## src/tscPkg.sv

```systemverilog
package tscPkg;

	typedef logic [15:0] word_t;
	typedef logic [1:0] regIdx_t;

	// Instruction class in bits 15..12
	typedef enum logic [3:0] {
		opAdi = 4'd4,
		opOri = 4'd5,
		opLhi = 4'd6,
		opLwd = 4'd7,
		opSwd = 4'd8,
		opAlu = 4'd15
	} opcode_t;

	// R-type function in bits 5..0
	typedef enum logic [5:0] {
		fnAdd = 6'd0,
		fnSub = 6'd1,
		fnAnd = 6'd2,
		fnOrr = 6'd3,
		fnNot = 6'd4,
		fnTcp = 6'd5,
		fnShl = 6'd6,
		fnShr = 6'd7,
		fnWwd = 6'd28,
		fnHlt = 6'd29
	} funcCode_t;

	typedef enum logic [3:0] {
		aluAdd,
		aluSub,
		aluAnd,
		aluOr,
		aluNot,
		aluTcp,
		aluShl,
		aluShr,
		aluPassA,
		aluPassB
	} aluOp_t;

	typedef enum logic [1:0] {
		fwdReg,
		fwdMem,
		fwdWb
	} fwdSel_t;

	// Everything later stages need, decided once in decode
	typedef struct packed {
		aluOp_t aluOp;
		logic   aluSrcImm;
		logic   memRead;
		logic   memWrite;
		logic   regWrite;
		logic   memToReg;
		logic   isWwd;
		logic   isHalt;
		logic   usesRs1;
		logic   usesRs2;
	} ctrl_t;

	typedef struct packed {
		logic    valid;
		ctrl_t   ctrl;
		regIdx_t rs1;
		regIdx_t rs2;
		regIdx_t rd;
		word_t   imm;
		word_t   readData1;
		word_t   readData2;
	} idExReg_t;

	typedef struct packed {
		logic    valid;
		ctrl_t   ctrl;
		regIdx_t rd;
		word_t   aluResult;
		word_t   storeData;
		word_t   operandA;
	} exMemReg_t;

	typedef struct packed {
		logic    valid;
		ctrl_t   ctrl;
		regIdx_t rd;
		word_t   aluResult;
		word_t   loadData;
		word_t   operandA;
	} memWbReg_t;

endpackage

```

## src/hazardUnit.sv

```systemverilog
`timescale 1ns/1ps

module hazardUnit (
	input  logic              clk,
	input  logic              reset_n,
	input  tscPkg::regIdx_t   decRs1,
	input  tscPkg::regIdx_t   decRs2,
	input  tscPkg::ctrl_t     decCtrl,
	input  tscPkg::idExReg_t  idEx,
	input  tscPkg::exMemReg_t exMem,
	input  tscPkg::memWbReg_t memWb,
	output logic              stall,
	output tscPkg::fwdSel_t   fwdA,
	output tscPkg::fwdSel_t   fwdB
);
	import tscPkg::*;

	// Memory stage wins over writeback; a load in memory has no data yet
	function automatic fwdSel_t pickSource(regIdx_t src, logic used);
		fwdSel_t sel;
		sel = fwdReg;
		if (used && memWb.valid && memWb.ctrl.regWrite && memWb.rd == src)
			sel = fwdWb;
		if (used && exMem.valid && exMem.ctrl.regWrite && !exMem.ctrl.memRead
				&& exMem.rd == src)
			sel = fwdMem;
		return sel;
	endfunction

	always_comb begin
		fwdA = pickSource(idEx.rs1, idEx.ctrl.usesRs1);
		fwdB = pickSource(idEx.rs2, idEx.ctrl.usesRs2);
	end

	// Load in execute feeding the instruction in decode
	assign stall = idEx.valid && idEx.ctrl.memRead
		&& ((decCtrl.usesRs1 && decRs1 == idEx.rd) || (decCtrl.usesRs2 && decRs2 == idEx.rd));

	// The bubble inserted on a stall must clear the hazard by itself
	singleStall: assert property (@(posedge clk) disable iff (!reset_n) stall |=> !stall)
		else $error("hazardUnit: stall held for two cycles");

endmodule

```

## config.mk

```make
export PLATFORM = sky130hd
export DESIGN_NAME = hazardUnit
export DESIGN_NICKNAME = d
export VERILOG_FILES = /design/src/tscPkg.sv /design/src/hazardUnit.sv
export SDC_FILE = /design/constraint.sdc
export NUM_CORES = 1
export LEC_CHECK = 0
export ABC_AREA = 1
export BUFFER_PORTS_ARGS = -buffer_cell sky130_fd_sc_hd__buf_2
export CORE_AREA = 10 10 77 79
export DETAILED_ROUTE_END_ITERATION = 8
export DIE_AREA = 0 0 87 89
export PLACE_DENSITY = 0.68
export SETUP_SLACK_MARGIN = 0.3
export SLEW_MARGIN = 20
export SYNTH_ARGS = -nofsm -noshare
export SYNTH_HDL_FRONTEND = slang
export SYNTH_SLANG_ARGS = --single-unit
export TNS_END_PERCENT = 20
```

## constraint.sdc

```tcl
create_clock -name vclk -period 1.7
set_input_delay 0.34 -clock vclk [all_inputs]
set_output_delay 0.34 -clock vclk [all_outputs]
set_load 0.01 [all_outputs]
```

# After elaboration in Yosys (flattened, before gate mapping)
# Index checks and enable logic that the tools add are counted.
# op_classes
n_eq_ne	6
n_mux	4
reduce_logical	20
# ops
op	n
$logic_and A1 B1 Y1	18
$eq A2 B2 Y1	6
$mux W2	4
$logic_not A1 Y1	1
$logic_or A1 B1 Y1	1
# word_totals
ff_bits	0
word_cells	30

# Longest topological paths before layout
# depth
depth_word	5
mapped_depth	5
ltp_nobuf	5

# Least setup slack after synthesis
# Ideal clock, no wire load.
# synth_path
path_type	input to output
from	input port idEx[48] in the netlist's numbering
to	output port stall
arrival_time_ns	0.787
t_required_ns	1.360
slack_ns	0.573
cell_stages	5
path_cell_list	inv_1 > nor2_1 > nor2_1 > nand3_1 > a21oi_1
# synth_between
elab_chain_cells	4
elab_cells_between_ends	6
# synth_lines
item	line_no	source
start: declaration	hazardUnit.sv:9	input tscPkg::idExReg_t idEx,
$eq A2 B2 Y1	hazardUnit.sv:37	&& ((decCtrl.usesRs1 && decRs1 == idEx.rd) || (decCtrl.usesRs2 && decRs2 == idEx.rd));
$logic_and A1 B1 Y1	hazardUnit.sv:37	
$logic_or A1 B1 Y1 (*)	hazardUnit.sv:37	
$logic_and A1 B1 Y1 (*)	hazardUnit.sv:37	
end: declaration	hazardUnit.sv:12	output logic stall,
# Every way passes the cells marked *; elsewhere a longest branch is shown, timed or not.

# Worst setup path in the final report
# layout_path
from	input port idEx[51] in the netlist's numbering
to	output port fwdB[1]
# layout_between
elab_chain_cells	4
elab_cells_between_ends	6
# layout_lines
item	line_no	source
$eq A2 B2 Y1	hazardUnit.sv:22	if (used && memWb.valid && memWb.ctrl.regWrite && memWb.rd == src)
$logic_and A1 B1 Y1	hazardUnit.sv:22	
$mux W2	hazardUnit.sv:22	
$mux W2 (*)	hazardUnit.sv:24	if (used && exMem.valid && exMem.ctrl.regWrite && !exMem.ctrl.memRead
end: declaration	hazardUnit.sv:14	output tscPkg::fwdSel_t fwdB
# Marks and branches as above.

==> results.yml <==
status:
  status: "completed"
global_route:
  grt_pass1_vias: 391
  grt_max_degree: 4
  grt-ovfl-total: 0
  antenna_found_initial: 3
  grt_usage_pct: 2.52
  grt_pass1_wl_um: 1640
power:
  power.leakage_nw: 0.260
  vdd_drop_max_v: 0.0000454
  power.density_nw_per_um2: 186
worst_setup_path:
  cp_max_fo: 2
  critPathKind: "in2out"
  worstPathArrival_ps: 1000
  cp.required_ps: 1360
  path_cells: "buf_4 -> xnor2_2 -> nand2_1 -> nor2_2 -> nor2_2 -> buf_2"
  crit_path_end_kind: "output pin"
  cp.depth: 6
  max_stage_delay_ps: 140
  cp_slowest_cell: "xnor2_2"
  critPathCapture: "fwdB[1]"
  cp.buffers_inverters: 2
  startpoint: "idEx[51]"
  cp_common_cell: "nor2_2"
  start_kind: "input pin"
  cp_top_family: "buffers and inverters"
finish:
  drive_above_1_share_pct: 50.6
  seq_area_um2: 0
  nClkBuffers: 0
  finish.instance_area_um2: 488
  n_sequential_cell: 0
  nNetsFinal: 294
  area_delta_synth_final_pct: 105
  instances_no_fill: 133
  nFillCells: 518
timing:
  max_freq_ghz: 0.747
  setup_tns_ps: 0
  finalCritPeriodShare_pct: 78.8
  rsz0062_at_grt: "yes"
  finalSetupViolations: 0
  hold_viol_final: 0
  tightest_slew_ps: 141
  slew_viol_final: 0
  layout_min_cycle_time_ps: 1340
  layout_setup_ws_ps: 361
  max_slew_margin_pct: 90.5
floorplanning:
  ios: 220
  die_h_um: 89
  die_w_um: 87
  fp-row-count: 25
  dieArea_um2: 7740
  core-area_um2: 4540
  start_util_pct: 5.24
synth:
  yosysTopAreaCellShare_pct: 29.5
  synth_cells: 47
  ys.warnings.count: 0
  synthSimpleGateAreaFrac_pct: 55.8
  synth.top_cells.by_count: "nand2_1, inv_1, xnor2_1"
  synth_top_family_by_area: "simple AND/OR/NAND/NOR gates"
  yosysMostFrequentCell: "nand2_1"
  synth_top_cell_by_area: "xnor2_1"
  synthAdderAreaFrac_pct: 0
  netlist_area_um2: 238
  synth-compound-area-share_pct: 2.11
  synthDistinctLibCells: 7
  muxShareOfSynthArea_pct: 0
  synth_nets: 262
  yosysSeqAreaShare_pct: 0
  synth-xor-area-share_pct: 29.5
  avgSynthCellArea_um2: 5.06
  synth_area_leaders: "xnor2_1, nand2_1, nor2_2"
route:
  postRouteAntennaNets: 0
  routed_via_density: 2.86
  num_vias: 380
  drc: 0
  post_drt_wl_per_cell_um: 7.88
  totalWireLength_um: 1050
  drt_iter0_drc: 4
  first_pass_iters: 2
clock_tree:
  cts_setup_buffers: 0
  cts_hold_buf: 0
  cts_resized: 0
flow_run:
  maxCapViolCount: 0
placement:
  detailed_place.area_um2: 455
  dp.cells: 131
  place_congestion: 0.701
  io_buffer_count: 30
  dpl.hpwl_um: 957
  preCtsSetupSlack_ps: 373
hold_path:
  hold_path.class: "in2out"
## kinds of logic after synthesis
kind of cell              Yosys count
AOI/OAI and AO/OA                   1
buffers and inverters               8
and+or+nand+nor                    30
xor gates and xnor gates            8
## where the power goes
part | internal, mW | total, mW | switching (mW)
Combinational | 0.0494 | 0.0906 | 0.0411
Clock | 0.000000157 | 0.000000157 | 0
Sequential | 0 | 0 | 0
Total | 0.0494 | 0.0906 | 0.0411
## cell usage in the layout (no fill, tap or decap)
| cell type | instances |
|---|---|
| a21oi_2 | 1 |
| buf_2 | 28 |
| buf_4 | 1 |
| buf_6 | 1 |
| diode_2 | 2 |
| inv_1 | 7 |
| inv_2 | 1 |
| nand2_1 | 15 |
| nand3_1 | 6 |
| nor2_1 | 4 |
| nor2_2 | 5 |
| xnor2_1 | 6 |
| xnor2_2 | 2 |
## metal layers
metal	share of wire (%)	GRT usage (%)	up-vias
li1	-	-	205
met1	46	3.11	141
met2	24	2.86	30
met3	28	2.92	2
met4	0.19	0	2
met5	1.7	0	-
## how the worst min path moves through the flow
| stage | endpoint | cells after the start | startpoint | slack (ps) |
|---|---|---|---|---|
| 2_1_floorplan | stall | 2 | idEx[61] | 770 |
| 3_3_place_gp | stall | 4 | idEx[61] | 980 |
| 3_5_place_dp | stall | 4 | idEx[61] | 980 |
| 4_1_cts | stall | 4 | idEx[61] | 980 |
| 5_1_grt | stall | 4 | idEx[61] | 1030 |
| 6_report | stall | 4 | idEx[61] | 1000 |
## worst min-delay path, delay by kind of cell
family	cells	cell delay, ps
AO/OA/AOI/OAI	1	30
AND/OR/NAND/NOR	1	60
buffers and inverters	2	230
## area by class of cell
class | count | area, um2 | area share, %
Multi-Input combinational cell | 39 | 226 | 46.4
Timing Repair Buffer | 30 | 159 | 32.6
Tap cell | 54 | 67.6 | 13.8
Inverter | 8 | 30.0 | 6.15
Antenna cell | 2 | 5.00 | 1.03
## through the flow
stage	hold slack (ps)	power, mW	util (%)
detailed placement	982	0.0831	10.0
floorplan	771	0.0400	-
global placement	980	0.0812	10.0
finish	998	0.0906	10.8
CTS	985	0.0833	10.0
global route	1030	0.103	10.6
Note: power is estimated with default switching activity, not from simulation.
