<file path="config.mk">
export PLATFORM = sky130hd
export DESIGN_NAME = instDecoder
export DESIGN_NICKNAME = d
export VERILOG_FILES = /design/src/tscPkg.sv /design/src/instDecoder.sv
export SDC_FILE = /design/constraint.sdc
export NUM_CORES = 1
export LEC_CHECK = 0
export BUFFER_PORTS_ARGS = -buffer_cell sky130_fd_sc_hd__buf_2
export CELL_PAD_IN_SITES_DETAIL_PLACEMENT = 0
export CELL_PAD_IN_SITES_GLOBAL_PLACEMENT = 2
export CORE_ASPECT_RATIO = 2
export CORE_MARGIN = 2
export CORE_UTILIZATION = 14
export DETAILED_ROUTE_END_ITERATION = 6
export PLACE_DENSITY = 0.8
export SYNTH_ARGS = -nofsm -noshare
export SYNTH_HDL_FRONTEND = slang
export SYNTH_SLANG_ARGS = --single-unit
export TNS_END_PERCENT = 10
</file>
<file path="constraint.sdc">
create_clock -name vclk -period 0.8
set_clock_uncertainty 0.05 [all_clocks]
set_input_delay 0.04 -clock vclk [all_inputs]
set_output_delay 0.04 -clock vclk [all_outputs]
set_load 0.05 [all_outputs]
</file>
<file path="src/tscPkg.sv">
package tscPkg;

	typedef logic [15:0] word_t;
	typedef logic [1:0] regIdx_t;

	// Instruction class in bits 15..12
	typedef enum logic [3:0] {
		opAdi = 4'd4,
		opOri = 4'd5,
		opLhi = 4'd6,
		opLwd = 4'd7,
		opSwd = 4'd8,
		opAlu = 4'd15
	} opcode_t;

	// R-type function in bits 5..0
	typedef enum logic [5:0] {
		fnAdd = 6'd0,
		fnSub = 6'd1,
		fnAnd = 6'd2,
		fnOrr = 6'd3,
		fnNot = 6'd4,
		fnTcp = 6'd5,
		fnShl = 6'd6,
		fnShr = 6'd7,
		fnWwd = 6'd28,
		fnHlt = 6'd29
	} funcCode_t;

	typedef enum logic [3:0] {
		aluAdd,
		aluSub,
		aluAnd,
		aluOr,
		aluNot,
		aluTcp,
		aluShl,
		aluShr,
		aluPassA,
		aluPassB
	} aluOp_t;

	typedef enum logic [1:0] {
		fwdReg,
		fwdMem,
		fwdWb
	} fwdSel_t;

	// Everything later stages need, decided once in decode
	typedef struct packed {
		aluOp_t aluOp;
		logic   aluSrcImm;
		logic   memRead;
		logic   memWrite;
		logic   regWrite;
		logic   memToReg;
		logic   isWwd;
		logic   isHalt;
		logic   usesRs1;
		logic   usesRs2;
	} ctrl_t;

	typedef struct packed {
		logic    valid;
		ctrl_t   ctrl;
		regIdx_t rs1;
		regIdx_t rs2;
		regIdx_t rd;
		word_t   imm;
		word_t   readData1;
		word_t   readData2;
	} idExReg_t;

	typedef struct packed {
		logic    valid;
		ctrl_t   ctrl;
		regIdx_t rd;
		word_t   aluResult;
		word_t   storeData;
		word_t   operandA;
	} exMemReg_t;

	typedef struct packed {
		logic    valid;
		ctrl_t   ctrl;
		regIdx_t rd;
		word_t   aluResult;
		word_t   loadData;
		word_t   operandA;
	} memWbReg_t;

endpackage

</file>
<file path="src/instDecoder.sv">
`timescale 1ns/1ps

module instDecoder (
	input  tscPkg::word_t   instruction,
	output tscPkg::regIdx_t rs1,
	output tscPkg::regIdx_t rs2,
	output tscPkg::regIdx_t rd,
	output tscPkg::word_t   imm,
	output tscPkg::ctrl_t   ctrl
);
	import tscPkg::*;

	opcode_t    opcode;
	funcCode_t  funcCode;
	logic [7:0] immField;

	assign opcode = opcode_t'(instruction[15:12]);
	assign funcCode = funcCode_t'(instruction[5:0]);
	assign immField = instruction[7:0];
	assign rs1 = instruction[11:10];
	assign rs2 = instruction[9:8];

	always_comb begin
		ctrl = '0;
		ctrl.aluOp = aluPassA;
		rd = instruction[9:8];
		imm = {{8{immField[7]}}, immField};
		case (opcode)
			opAdi: begin
				ctrl.aluOp = aluAdd;
				ctrl.aluSrcImm = 1'b1;
				ctrl.regWrite = 1'b1;
				ctrl.usesRs1 = 1'b1;
			end
			opOri: begin
				imm = {8'h00, immField};
				ctrl.aluOp = aluOr;
				ctrl.aluSrcImm = 1'b1;
				ctrl.regWrite = 1'b1;
				ctrl.usesRs1 = 1'b1;
			end
			opLhi: begin
				imm = {immField, 8'h00};
				ctrl.aluOp = aluPassB;
				ctrl.aluSrcImm = 1'b1;
				ctrl.regWrite = 1'b1;
			end
			opLwd: begin
				ctrl.aluOp = aluAdd;
				ctrl.aluSrcImm = 1'b1;
				ctrl.memRead = 1'b1;
				ctrl.regWrite = 1'b1;
				ctrl.memToReg = 1'b1;
				ctrl.usesRs1 = 1'b1;
			end
			// Bits 9..8 name the register to store
			opSwd: begin
				ctrl.aluOp = aluAdd;
				ctrl.aluSrcImm = 1'b1;
				ctrl.memWrite = 1'b1;
				ctrl.usesRs1 = 1'b1;
				ctrl.usesRs2 = 1'b1;
			end
			opAlu: begin
				rd = instruction[7:6];
				ctrl.usesRs1 = 1'b1;
				ctrl.regWrite = 1'b1;
				ctrl.usesRs2 = funcCode inside {fnAdd, fnSub, fnAnd, fnOrr};
				case (funcCode)
					fnAdd:
						ctrl.aluOp = aluAdd;
					fnSub:
						ctrl.aluOp = aluSub;
					fnAnd:
						ctrl.aluOp = aluAnd;
					fnOrr:
						ctrl.aluOp = aluOr;
					fnNot:
						ctrl.aluOp = aluNot;
					fnTcp:
						ctrl.aluOp = aluTcp;
					fnShl:
						ctrl.aluOp = aluShl;
					fnShr:
						ctrl.aluOp = aluShr;
					fnWwd: begin
						ctrl.regWrite = 1'b0;
						ctrl.isWwd = 1'b1;
					end
					fnHlt: begin
						ctrl.regWrite = 1'b0;
						ctrl.usesRs1 = 1'b0;
						ctrl.isHalt = 1'b1;
					end
					default: begin
						ctrl.regWrite = 1'b0;
						ctrl.usesRs1 = 1'b0;
					end
				endcase
			end
			default: begin
				// Unknown class retires as a no-op
			end
		endcase
	end

endmodule

</file>
### After elaboration in Yosys (flattened, before gate mapping)

Cells that the tools add are included.

| storage, ports and cells | value |
|---|---|
| register bits | 0 |
| bits of input ports | 16 |
| output and inout bits | 35 |
| word-level logic and storage cells | 38 |

| cells by class | value |
|---|---|
| eq/ne operators | 15 |
| muxes and demuxes | 15 |
| reductions and logical operators | 8 |

Operators with widths:

| kind | count |
|---|---|
| 16-bit one-hot mux with 2 select lines | 1 |
| 4-bit one-hot mux with 8 select lines | 1 |
| 6-bit by 3-bit == test with 1-bit output (second input constant) | 4 |
| 4-bit by 3-bit == test with 1-bit output (second input constant) | 4 |
| 4-bit one-hot mux with 4 select lines | 1 |
| 6-bit by 2-bit == test with 1-bit output (second input constant) | 2 |
| 6-bit by 5-bit == test with 1-bit output (second input constant) | 2 |
| 9-bit OR reduction | 1 |
| 4-bit == test (second input constant) | 2 |
| 4-bit OR reduction | 2 |
| 8-bit OR reduction | 1 |
| 1-bit two-way mux | 7 |
| 6-bit by 1-bit == test with 1-bit output (second input constant) | 1 |
| 6-bit logical NOT | 1 |
| 1-bit one-hot mux with 2 select lines | 3 |
| 5-bit OR reduction | 1 |
| 2-bit two-way mux | 2 |
| 4-bit nonzero test | 1 |
| 3-bit OR reduction | 1 |

### Logic depth before layout (Yosys ltp)

| depth | value |
|---|---|
| word-level depth | 4 |
| depth in mapped cells | 6 |
| depth with buffers taken out | 5 |

### Worst setup path before layout

OpenSTA, ideal clock, no wires.

| path | value |
|---|---|
| kind | input to output |
| from | input port instruction[14] |
| to | output port ctrl[2] in the netlist's numbering |
| arrival | 1.989 ns |
| slack | -1.279 ns |
| stages | 3 |
| path through | buf_4 > nand4_4 > nor4b_1 |

RTL lines:

| element | line | RTL |
|---|---|---|
| from (decl) | instDecoder.sv:4 | `input tscPkg::word_t instruction,` |
| to (decl) | instDecoder.sv:9 | `output tscPkg::ctrl_t ctrl` |

==> impl_metrics.ini <==
[outcome]
status = finished with violations
violations = negative setup slack

[floorplan]
fp.dieW_um = 45.4
coreArea_mm2 = 0.00334
ioPinCount = 51
fp.dieH_um = 86.7
start_util = 0.143
dieArea_mm2 = 0.00394
num_rows = 30

[pwr]
worst_ir_drop_vdd_v = 0.000358
p_per_area_mw_per_mm2 = 753
p_leak_uw = 0.000592

[drt]
drtIter0Drc = 9
dr.pass1.iters = 2
via_count = 779
wl_per_cell_um = 13.2
drc = 0
wl_um = 2220
via_per_inst = 4.64
antenna_left = 0

[placement]
port_buffers = 47
gp_congestion = 0.710
place_area_mm2 = 0.00102
place_inst = 167
dp_hpwl_um = 1740

[finish]
num-clock-buffers = 0
final_cells = 168
area_growth_pct = 179
final_area_mm2 = 0.00134
num-fill-cells = 340
drive_above_1_share = 0.779
design.seq.count = 0
regArea_um2 = 0
multiInputGateArea_um2 = 571
antenna_cells = 0
nets = 154

[sta]
max_freq_mhz = 885
finalCritPeriodShare = 1.41
setup_viol = 31
period_needed_ns = 1.13
rsz0062_at_grt = true
hold_viol = 0
slew_violations = 0
relSlewSlack = 0.841
fin_ws_ns = -0.330
worstMarginPinSlew_ns = 0.237
hold_slack_ns = 0.0300

[global_route]
gr-total-overflow = 0
grt_pass1_wl_um = 3670
track_usage = 0.118
grt_max_degree = 11
grt_pass1_vias = 813
antenna_found_initial = 0

[logic_synthesis]
avgSynthCellArea_um2 = 6.48
yosysWarnings = 0
synth_nets = 90
synth_top_area_cell = nand2_1
yosysSeqAreaShare = 0
synth_common_cells = nand2_1 (19), buf_4 (7), nor2b_1 (5)
yosysTopAreaCellShare = 0.149
syn_inst = 74
synth_most_common_cell = nand2_1
netlist_area_um2 = 479
synth_area_leaders = nand2_1 (15%), buf_4 (11%), nor2b_1 (6.5%)
synth_cell_types = 31

[setup_path]
crit_arrival_ns = 1.04
critPathMaxFanout = 4
critPathRequiredTime_ns = 0.71
end_kind = output pin
startpoint_type = primary input
worstSetupPathType = primary input to output pin

[clocking]
post_cts_buffers = 0
postCtsHoldBufs = 0

[job]
maxCapViolations = 0

[worst_hold_path]
hold_path_class = primary input to output pin
==> cells in the final DEF, fill, tap and decap left out <==
master,count
nand3b_1,1
nor3_1,1
nor4b_4,1
o21ai_1,1
and2_1,1
and2b_1,3
nand2_1,10
o211ai_4,1
buf_12,3
o31a_1,1
inv_1,2
clkinvlp_4,1
o21ai_0,1
nand3_1,1
buf_6,26
a21oi_4,2
o21a_1,2
xnor2_1,1
nand4_1,2
buf_4,23
and4bb_4,2
nor2b_2,4
nand2_2,9
nor3_4,3
nand2b_4,1
nand4_4,1
nor2_2,2
buf_2,10
o21a_4,1
nor2b_1,1
buf_8,9
nand4b_1,1
nor2_4,1
nor4_4,1
a21boi_0,1
a31oi_4,1
or3_4,1
o21ai_2,1
mux2_2,2
==> routing by layer <==
metal / vias to the layer above / global-route usage / share of wire
li1: 381 / - / -
met1: 371 / 0.130 / 0.33
met2: 25 / 0.235 / 0.62
met3: 2 / 0.00417 / 0.037
met4: 0 / 0.0160 / 0.013
met5: - / 0 / 0
==> per-stage QoR <==
step	power, uW	util	setup TNS (ns)	setup WS, ns
after global placement	803	0.305	-10.34	-0.437
after global routing	1050	0.400	-6.05	-0.343
after CTS	975	0.385	-5.17	-0.362
final	1010	0.400	-4.91	-0.330
after detailed placement	806	0.305	-10.50	-0.470
after floorplan	607	-	-5.35	-0.308
==> cell type report <==
class	count	area share
inverter	3	0.0112
multi-input combinational	62	0.427
tap	32	0.0300
timing repair buffer	71	0.532
==> where the power goes <==
group,switching [uW],internal (uW)
Sequential,0,0
Combinational,590,416
Clock,0,0
Total,590,416
==> critical path: stages <==
cell      delay [ns]
buf_8           0.10
or3_4           0.39
o31a_1          0.15
o211ai_4        0.18
buf_6           0.18
==> cells by family (layout without fill, tap and decap cells) <==
| kind of cell | Yosys count | in the layout | synth area share |
|---|---|---|---|
| xor gates and xnor gates | 1 | 1 | 0.0183 |
| and+or+nand+nor | 46 | 47 | 0.556 |
| buffers and inverters | 13 | 74 | 0.191 |
| AOI/OAI and AO/OA | 12 | 12 | 0.188 |
| muxes | 2 | 2 | 0.0470 |
==> path summary, 6_finish.rpt <==
kind,start,to,cells past startpoint
max,instruction[5],ctrl[1],5
min,instruction[10],rs1[0],0
==> repair_timing <==
action,in CTS,in global routing
gates cloned,1,0
pin swaps,9,3
resized for setup,80,13
setup endpoints to repair,31,31
(Power assumes the default switching activity.)
