===== src/tscPkg.sv =====
package tscPkg;

	typedef logic [15:0] word_t;
	typedef logic [1:0] regIdx_t;

	// Instruction class in bits 15..12
	typedef enum logic [3:0] {
		opAdi = 4'd4,
		opOri = 4'd5,
		opLhi = 4'd6,
		opLwd = 4'd7,
		opSwd = 4'd8,
		opAlu = 4'd15
	} opcode_t;

	// R-type function in bits 5..0
	typedef enum logic [5:0] {
		fnAdd = 6'd0,
		fnSub = 6'd1,
		fnAnd = 6'd2,
		fnOrr = 6'd3,
		fnNot = 6'd4,
		fnTcp = 6'd5,
		fnShl = 6'd6,
		fnShr = 6'd7,
		fnWwd = 6'd28,
		fnHlt = 6'd29
	} funcCode_t;

	typedef enum logic [3:0] {
		aluAdd,
		aluSub,
		aluAnd,
		aluOr,
		aluNot,
		aluTcp,
		aluShl,
		aluShr,
		aluPassA,
		aluPassB
	} aluOp_t;

	typedef enum logic [1:0] {
		fwdReg,
		fwdMem,
		fwdWb
	} fwdSel_t;

	// Everything later stages need, decided once in decode
	typedef struct packed {
		aluOp_t aluOp;
		logic   aluSrcImm;
		logic   memRead;
		logic   memWrite;
		logic   regWrite;
		logic   memToReg;
		logic   isWwd;
		logic   isHalt;
		logic   usesRs1;
		logic   usesRs2;
	} ctrl_t;

	typedef struct packed {
		logic    valid;
		ctrl_t   ctrl;
		regIdx_t rs1;
		regIdx_t rs2;
		regIdx_t rd;
		word_t   imm;
		word_t   readData1;
		word_t   readData2;
	} idExReg_t;

	typedef struct packed {
		logic    valid;
		ctrl_t   ctrl;
		regIdx_t rd;
		word_t   aluResult;
		word_t   storeData;
		word_t   operandA;
	} exMemReg_t;

	typedef struct packed {
		logic    valid;
		ctrl_t   ctrl;
		regIdx_t rd;
		word_t   aluResult;
		word_t   loadData;
		word_t   operandA;
	} memWbReg_t;

endpackage


===== src/regFile.sv =====
`timescale 1ns/1ps

module regFile (
	input  logic            clk,
	input  logic            reset_n,
	input  tscPkg::regIdx_t rs1,
	input  tscPkg::regIdx_t rs2,
	input  tscPkg::regIdx_t rd,
	input  tscPkg::word_t   writeData,
	input  logic            regWrite,
	output tscPkg::word_t   readData1,
	output tscPkg::word_t   readData2
);
	import tscPkg::*;

	word_t regs [4];

	always_ff @(posedge clk) begin
		if (!reset_n) begin
			regs <= '{default: '0};
		end else if (regWrite) begin
			regs[rd] <= writeData;
		end
	end

	// Write-through so decode sees the value retiring this cycle
	assign readData1 = (regWrite && rd == rs1) ? writeData : regs[rs1];
	assign readData2 = (regWrite && rd == rs2) ? writeData : regs[rs2];

endmodule


===== config.mk =====
export PLATFORM = sky130hd
export DESIGN_NAME = regFile
export DESIGN_NICKNAME = d
export VERILOG_FILES = /design/src/tscPkg.sv /design/src/regFile.sv
export SDC_FILE = /design/constraint.sdc
export NUM_CORES = 1
export LEC_CHECK = 0
export BUFFER_PORTS_ARGS = -buffer_cell sky130_fd_sc_hd__clkbuf_2
export CORE_ASPECT_RATIO = 2
export CORE_MARGIN = 5
export CORE_UTILIZATION = 50
export DETAILED_ROUTE_END_ITERATION = 8
export GPL_TIMING_DRIVEN = 0
export PLACE_DENSITY = 0.75
export SLEW_MARGIN = 15
export SYNTH_ARGS = -nofsm -noshare
export SYNTH_HDL_FRONTEND = slang
export SYNTH_SLANG_ARGS = --single-unit

===== constraint.sdc =====
create_clock -name clk -period 1.42 [get_ports clk]
set_input_delay 0.142 -clock clk [delete_from_list [all_inputs] [get_ports clk]]
set_output_delay 0.142 -clock clk [all_outputs]
set_load 0.005 [all_outputs]

==> Yosys cells after proc, flatten, opt, wreduce, memory -nomap -nowiden <==
Index checks and enable logic that the tools add are counted.
{ "op_classes": {"n_lt_le_gt_ge": 4, "eq_ne": 2, "muxes": 11, "bitwise_logic": 3, "reduce_logical": 3} }
{ "op_table": {"columns": ["operator", "count"], "rows": [
  ["2-to-1 mux 16 bit", 7],
  ["binary-select mux 16 bit (select 2 bit)", 2],
  ["bitwise mux 64 bit", 1],
  ["demux 16 bit (select 2 bit)", 1],
  [">= comparator 3 bit (second input constant)", 3],
  ["inverter 2 -> 3 bit", 3],
  ["== test 2 bit", 2],
  ["logical AND 1 bit", 3],
  ["< comparator 3 x 1 -> 1 bit (second input constant)", 1]
]} }
{ "totals": {"regBits": 64, "output_inout_bits": 32, "elab_cells": 27} }

==> Logic depth before layout (Yosys ltp) <==
Gate-level depths: netlist of the first run.
{ "depth": {"depth_word": 6, "ltp_mapped": 6, "depth_no_buf": 3} }

==> Worst setup path before layout of the first run <==
Ideal clock, no wire load.
{ "synth_timing": {"path_kind": "in2out", "from": "input rs1[1]", "to": "output readData1[0]", "t_arrival_ns": 1.151, "required_ns": 1.278, "setup_slack_ns": 0.127, "path_stages": 4, "n_path_buf": 2, "cell_sequence": "buf_6 buf_12 mux4_2 mux2_4"} }
{ "synth_between": {"elab_chain_cells": 5, "elab_cells_between_ends": 7, "cone_classes": "eq/ne (1); mux (4); bitwise (1); reduce/logical (1)"} }
{ "synth_rtl": {"columns": ["item", "line", "source"], "rows": [
  ["start: declaration", "regFile.sv:6", "input tscPkg::regIdx_t rs1,"],
  ["inverter 2 -> 3 bit (implied by the code)", "regFile.sv:27", "assign readData1 = (regWrite && rd == rs1) ? writeData : regs[rs1];"],
  ["binary-select mux 16 bit (select 2 bit)", "regFile.sv:27", null],
  ["2-to-1 mux 16 bit (implied by the code) (2 in a row)", "regFile.sv:27", null],
  ["2-to-1 mux 16 bit *", "regFile.sv:27", null],
  ["end: declaration", "regFile.sv:11", "output tscPkg::word_t readData1,"]
]} }
Mark *: on every way between the ends. The rest lies on a longest branch, timed or not. The select of a mux whose other input is x is not followed.

==> Worst setup path in the final report of the first run <==
{ "layout_timing": {"from": "register regs[31] (netlist bit)", "to": "output readData2[15]"} }
{ "layout_between": {"elab_chain_cells": 4} }
{ "layout_rtl": {"columns": ["item", "line", "source"], "rows": [
  ["start: declaration", "regFile.sv:16", "word_t regs [4];"],
  ["start signal: indexed assignment", "regFile.sv:22", "regs[rd] <= writeData;"],
  ["binary-select mux 16 bit (select 2 bit)", "regFile.sv:28", "assign readData2 = (regWrite && rd == rs2) ? writeData : regs[rs2];"],
  ["2-to-1 mux 16 bit (implied by the code) (2 in a row)", "regFile.sv:28", null],
  ["2-to-1 mux 16 bit", "regFile.sv:28", null],
  ["end: declaration", "regFile.sv:12", "output tscPkg::word_t readData2"]
]} }
Every way passes these cells. The select of a mux whose other input is x is not followed.

==> reports/qor.csv, run 1 <==
stage;metric;value;unit
global_routing;grt_max_degree;12;
global_routing;grt_antenna_before_repair;0;
route;drtAntennaViolNets;0;
placement;placed_area;4140;µm²
placement;dp_slack;-0.269;ns
worst_setup_path;worst-path-buf-inv;1;
worst_setup_path;cp_top_family;multiplexers;
worst_setup_path;crit_slowest_cell;mux4_2;
route;dr.first_iter.drc_count;278;
floorplanning;io_pins;57;
worst_setup_path;crit_arrival;1.52;ns
sta;worstMarginPinSlew;0.626;ns
hold_path;hold_class;input pin to flip-flop;
sta;finalCriticalPeriod;1.66;ns
clock_network;clk_pin_slew_worst_paths;0.06;ns
placement;port_buffers;48;
final_layout;nFillCells;647;
logic_synthesis;synthCells;366;
floorplanning;fp.dieArea;9510;µm²
power;finalPower;5.07;mW
logic_synthesis;synth.cell_area;3780;µm²
logic_synthesis;yosysSeqAreaShare;0.339;
placement;gp_congestion;0.842;
run_status;status;complete, but fails checks;
floorplanning;core_area;7490;µm²
logic_synthesis;syn_area_per_cell;10.3;µm²
worst_setup_path;critPathRequiredTime;1.28;ns
final_layout;fin_nets;452;
power;powerDensity;1120;nW/µm²
floorplanning;start_util;0.505;
run_status;violations;negative setup slack;
route;wl_per_cell;19.3;µm
final_layout;register_area;1320;µm²
worst_setup_path;worst_path_largest_cell_delay;0.46;ns
clock_network;clockBufferDepth;2;
sta;final-setup-viol-count;32;
route;drcViolationCount;0;
floorplanning;dieHeight;133;µm
worst_setup_path;path_class;flip-flop to primary output;
sta;finalClockSkew;0;ns
worst_setup_path;cp_max_fo;3;
final_layout;largest_reg_flops;64;
clock_network;cts-root-buf;clkbuf_16;
placement;dp_hpwl;6.70;mm
clock_network;insertion_delay;0.33;ns
sta;slew_headroom;0.583;
power;leakagePower;1.83;nW
sta;hold_violations;0;
final_layout;regMostFlops;regs;
run;maxCapViolCount;0;
route;wl;10.1;mm
final_layout;design_area;4540;µm²
route;drtPass1Iterations;4;
sta;fmaxAchievable;0.603;GHz
clock_network;cts_tree;yes;
route;via_per_inst;5.67;
clock_network;hold_buffers;0;
sta;period_share;1.17;
final_layout;n_antenna_cell;0;
sta;layout_setup_ws;-0.239;ns
route;num_vias;2982;
final_layout;drive_gt1_frac;0.426;
final_layout;reg.largest.list;regs x64;
clock_network;htree_levels;3;
final_layout;final_cell_mix;128 x nand2_1, 56 x a21boi_0, 51 x clkbuf_2, 36 x dfxtp_1;
floorplanning;die_w;71.5;µm
logic_synthesis;ys_warn_count;0;
power;irDropWorstVdd;0.000876;V
global_routing;grt_usage;0.223;
final_layout;synthToLayoutAreaGrowth;20.2;%
sta;rsz0062_at_grt;yes;
global_routing;grt_pass1_vias;2991;
global_routing;gr-total-overflow;0;
clock_network;clkSinkCount;64;
global_routing;grt_pass1_wl;16.1;mm
sta;tns;-6.81;ns
worst_setup_path;cp_cell_sequence;mux4_2 -> mux2_4 -> buf_6;
logic_synthesis;ys_ff_latch;64;
worst_setup_path;start_kind;flip-flop;
final_layout;layout_commonest_cell;nand2_1;
logic_synthesis;ys_types;22;
worst_setup_path;cp-end-kind;primary output;
final_layout;multi_input_area;2300;µm²
sta;slew_viol_final;0;
clock_network;numCtsBuffers;9;
floorplanning;rows;45;
logic_synthesis;synth_fp_nets;391;
final_layout;final_util;0.607;
-- power by group --
group | internal (mW) | switching (mW) | total (mW)
registers | 1.86 | 0.0417 | 1.90
clock network | 1.63 | 0.814 | 2.44
logic | 0.372 | 0.354 | 0.725
-- layout make-up --
type | count | area share
clock buffers | 11 | 0.0556
clock inverters | 5 | 0.0173
multi-input cells | 270 | 0.507
repair buffers | 50 | 0.0575
plain buffers | 32 | 0.0468
well taps | 94 | 0.0259
flip-flops and latches | 64 | 0.290
-- synthesized netlist by cell type (all sizes together) --
cell    number  area (µm²)
nand2      128         480
nand3        3        25.0
nand3b       2        15.0
nor3b        1        12.5
clkbuf      14        57.6
or3b         1        8.76
a21boi      64         480
dfxtp       64        1280
xnor2        4        35.0
and3         1        6.26
mux4        32         773
and3b        2        17.5
mux2        32         435
buf         18         153
-- kinds of logic after synthesis --
| family | count (synthesis) | synth area share |
|---|---|---|
| AOI/OAI and AO/OA | 64 | 0.127 |
| xor gates and xnor gates | 4 | 0.00926 |
| buffers and inverters | 32 | 0.0556 |
| DFF | 64 | 0.339 |
| muxes | 64 | 0.320 |
| and+or+nand+nor | 138 | 0.150 |
-- worst paths after layout --
check                             start                    end  slack [ns]  cells past startpoint
setup / recovery  regs[31]$_SDFFE_PN0P_          readData2[15]       -0.24                      3
hold / removal             writeData[7]  regs[55]$_SDFFE_PN0P_         0.1                      3
setup reg to reg   regs[3]$_SDFFE_PN0P_   regs[3]$_SDFFE_PN0P_        0.68                      3
hold reg to reg   regs[23]$_SDFFE_PN0P_  regs[23]$_SDFFE_PN0P_        0.46                      2
-- stage by stage --
| step | hold slack [ns] | std cells |
|---|---|---|
| after floorplan | 0.277 | 366 |
| after global placement | 0.441 | 508 |
| after detailed placement | 0.449 | 508 |
| after CTS | 0.0880 | 524 |
| after global routing | 0.112 | 526 |
| final | 0.0987 | 526 |
-- per-layer routing --
metal | track usage | share of wire | vias to the layer above | wire length (µm)
met4 | 0.0973 | 0.018 | 0 | 184
met3 | 0.0327 | 0.079 | 15 | 804
met1 | 0.288 | 0.40 | 1439 | 4070
li1 | - | - | 1408 | -
met5 | 0 | 0 | - | 0
met2 | 0.366 | 0.50 | 120 | 5080
-- what timing repair did --
action | in CTS | in global routing
buffers inserted | 0 | 2
setup endpoints to repair | 32 | 32
resized for setup | 48 | 11
-- tightest hold or removal path, delay by kind of cell --
kind / cells / cell delay [ns]
buffers and inverters: 1 / 0.13
AND/OR/NAND/NOR: 1 / 0.07
AO/OA/AOI/OAI: 1 / 0.05
Note: power is estimated with default switching activity, not from simulation.
==> inputs of run 2 (changes only) <==
PLACE_DENSITY = 0.78   (was 0.75)
clock period = 1.5 ns   (was 1.42 ns; I/O delays follow)
==> run 2 against run 1 <==
  * The run still ends with negative setup slack left
  * Non-clock buffer count is 3 higher
  * Clock power decreased by 21%
  * Sequential power decreased by 5%
  * Sequential share of layout area increased by 0.38 points
  * First-iteration DRC count up 12%
  * Combinational power decreased by 4.1%
  * Critical endpoint is now readData2[5]
  * Largest cell class unchanged
  * Largest power group unchanged
  * Highest routed layer unchanged
==> reports/qor.csv, run 2 (synthesis gave the netlist of run 1 again) <==
stage;metric;value;unit
global_routing;grt_usage;0.226;
route;wl_per_cell;19.6;µm
sta;slew_viol_final;0;
clock_network;cts_tree;yes;
floorplanning;fp.dieArea;9510;µm²
final_layout;largest_reg_flops;64;
floorplanning;io_pins;57;
final_layout;final_cell_mix;128 x nand2_1, 56 x a21boi_0, 52 x clkbuf_2, 34 x dfxtp_2, 32 x mux4_2;
final_layout;drive_gt1_frac;0.446;
run_status;status;complete, but fails checks;
global_routing;grt_max_degree;12;
final_layout;multi_input_area;2300;µm²
floorplanning;die_w;71.5;µm
power;leakagePower;1.82;nW
placement;dp_slack;-0.217;ns
run_status;violations;negative setup slack;
sta;finalClockSkew;0;ns
power;powerDensity;981;nW/µm²
route;num_vias;3026;
worst_setup_path;r2r_setup_slack;0.76;ns
sta;worstMarginPinSlew;0.696;ns
global_routing;grt_antenna_before_repair;0;
clock_network;htree_levels;3;
route;wl;10.4;mm
route;drtPass1Iterations;5;
worst_setup_path;path_class;flip-flop to primary output;
final_layout;synthToLayoutAreaGrowth;19.3;%
global_routing;gr-total-overflow;0;
clock_network;insertion_delay;0.33;ns
clock_network;cts-root-buf;clkbuf_16;
worst_setup_path;worst_path_largest_cell_delay;0.47;ns
sta;layout_setup_ws;-0.181;ns
sta;fmaxAchievable;0.595;GHz
floorplanning;start_util;0.505;
run;maxCapViolCount;0;
placement;placed_area;4140;µm²
final_layout;nFillCells;639;
global_routing;grt_pass1_vias;3015;
power;finalPower;4.42;mW
final_layout;reg.largest.list;regs x64;
power;irDropWorstVdd;0.000850;V
route;via_per_inst;5.72;
sta;slew_headroom;0.536;
floorplanning;core_area;7490;µm²
route;drtAntennaViolNets;0;
clock_network;clk_pin_slew_worst_paths;0.06;ns
sta;final-setup-viol-count;32;
final_layout;n_antenna_cell;0;
final_layout;design_area;4510;µm²
placement;dp_hpwl;6.84;mm
worst_setup_path;critPathRequiredTime;1.35;ns
clock_network;clockBufferDepth;2;
worst_setup_path;cp_max_fo;3;
placement;gp_congestion;0.856;
worst_setup_path;start_kind;flip-flop;
sta;period_share;1.12;
sta;finalCriticalPeriod;1.68;ns
route;drcViolationCount;0;
sta;rsz0062_at_grt;yes;
floorplanning;dieHeight;133;µm
clock_network;numCtsBuffers;9;
final_layout;register_area;1320;µm²
worst_setup_path;cp_cell_sequence;mux4_2 -> mux2_4 -> clkbuf_2;
final_layout;fin_nets;455;
final_layout;regMostFlops;regs;
placement;port_buffers;48;
hold_path;hold_class;input pin to flip-flop;
route;dr.first_iter.drc_count;310;
sta;hold_violations;0;
floorplanning;rows;45;
worst_setup_path;cp-end-kind;primary output;
worst_setup_path;crit_arrival;1.53;ns
worst_setup_path;crit_slowest_cell;mux4_2;
final_layout;layout_commonest_cell;nand2_1;
global_routing;grt_pass1_wl;16.2;mm
clock_network;clkSinkCount;64;
run 2: area by class of cell:
class | count | area share
multi-input cells | 270 | 0.511
well taps | 94 | 0.0261
flip-flops and latches | 64 | 0.293
clock buffers | 10 | 0.0530
clock inverters | 6 | 0.00777
repair buffers | 53 | 0.0616
plain buffers | 32 | 0.0472
run 2: per-stage QoR:
step	std cells	utilization	TNS [ns]	hold slack (ns)
5_1_grt	529	0.602	-5.65	0.112
2_1_floorplan	366	-	0	0.285
6_report	529	0.602	-4.55	0.113
4_1_cts	525	0.595	-4.85	0.0983
3_5_place_dp	508	0.553	-3.65	0.457
3_3_place_gp	508	0.553	-2.90	0.447
run 2: worst max-delay path: cells and delay by family, from the launching register on:
| kind | cells | cell delay, ns |
|---|---|---|
| mux | 2 | 0.74 |
| flops | 1 | 0.33 |
| buf+inv | 1 | 0.12 |
run 2: path summary, 6_finish.rpt:
check	start	endpoint	depth (start not counted)
setup / recovery	regs[5]$_SDFFE_PN0P_	readData2[5]	3
hold / removal	writeData[5]	regs[5]$_SDFFE_PN0P_	3
setup reg to reg	regs[11]$_SDFFE_PN0P_	regs[11]$_SDFFE_PN0P_	3
hold reg to reg	regs[60]$_SDFFE_PN0P_	regs[60]$_SDFFE_PN0P_	2
run 2: per-layer routing:
metal  wire, µm  GRT usage  vias to the layer above  share of wire
met2       5330      0.380                      136           0.51
met4        184     0.0837                        0          0.018
met5          0          0                        -              0
met1       4150      0.283                     1459           0.40
li1           -          -                     1414              -
met3        727     0.0433                       17          0.070
run 2: power breakdown:
part / switching, mW / internal [mW] / total (mW)
clock network: 0.775 / 1.15 / 1.92
registers: 0.0407 / 1.76 / 1.80
logic: 0.341 / 0.354 / 0.695
run 2: timing repair:
action	CTS	global route
endpoints found under the setup margin	32	32
pin swaps	0	1
hold buffers	0	0
gates resized for setup	53	10
buffers inserted	1	4
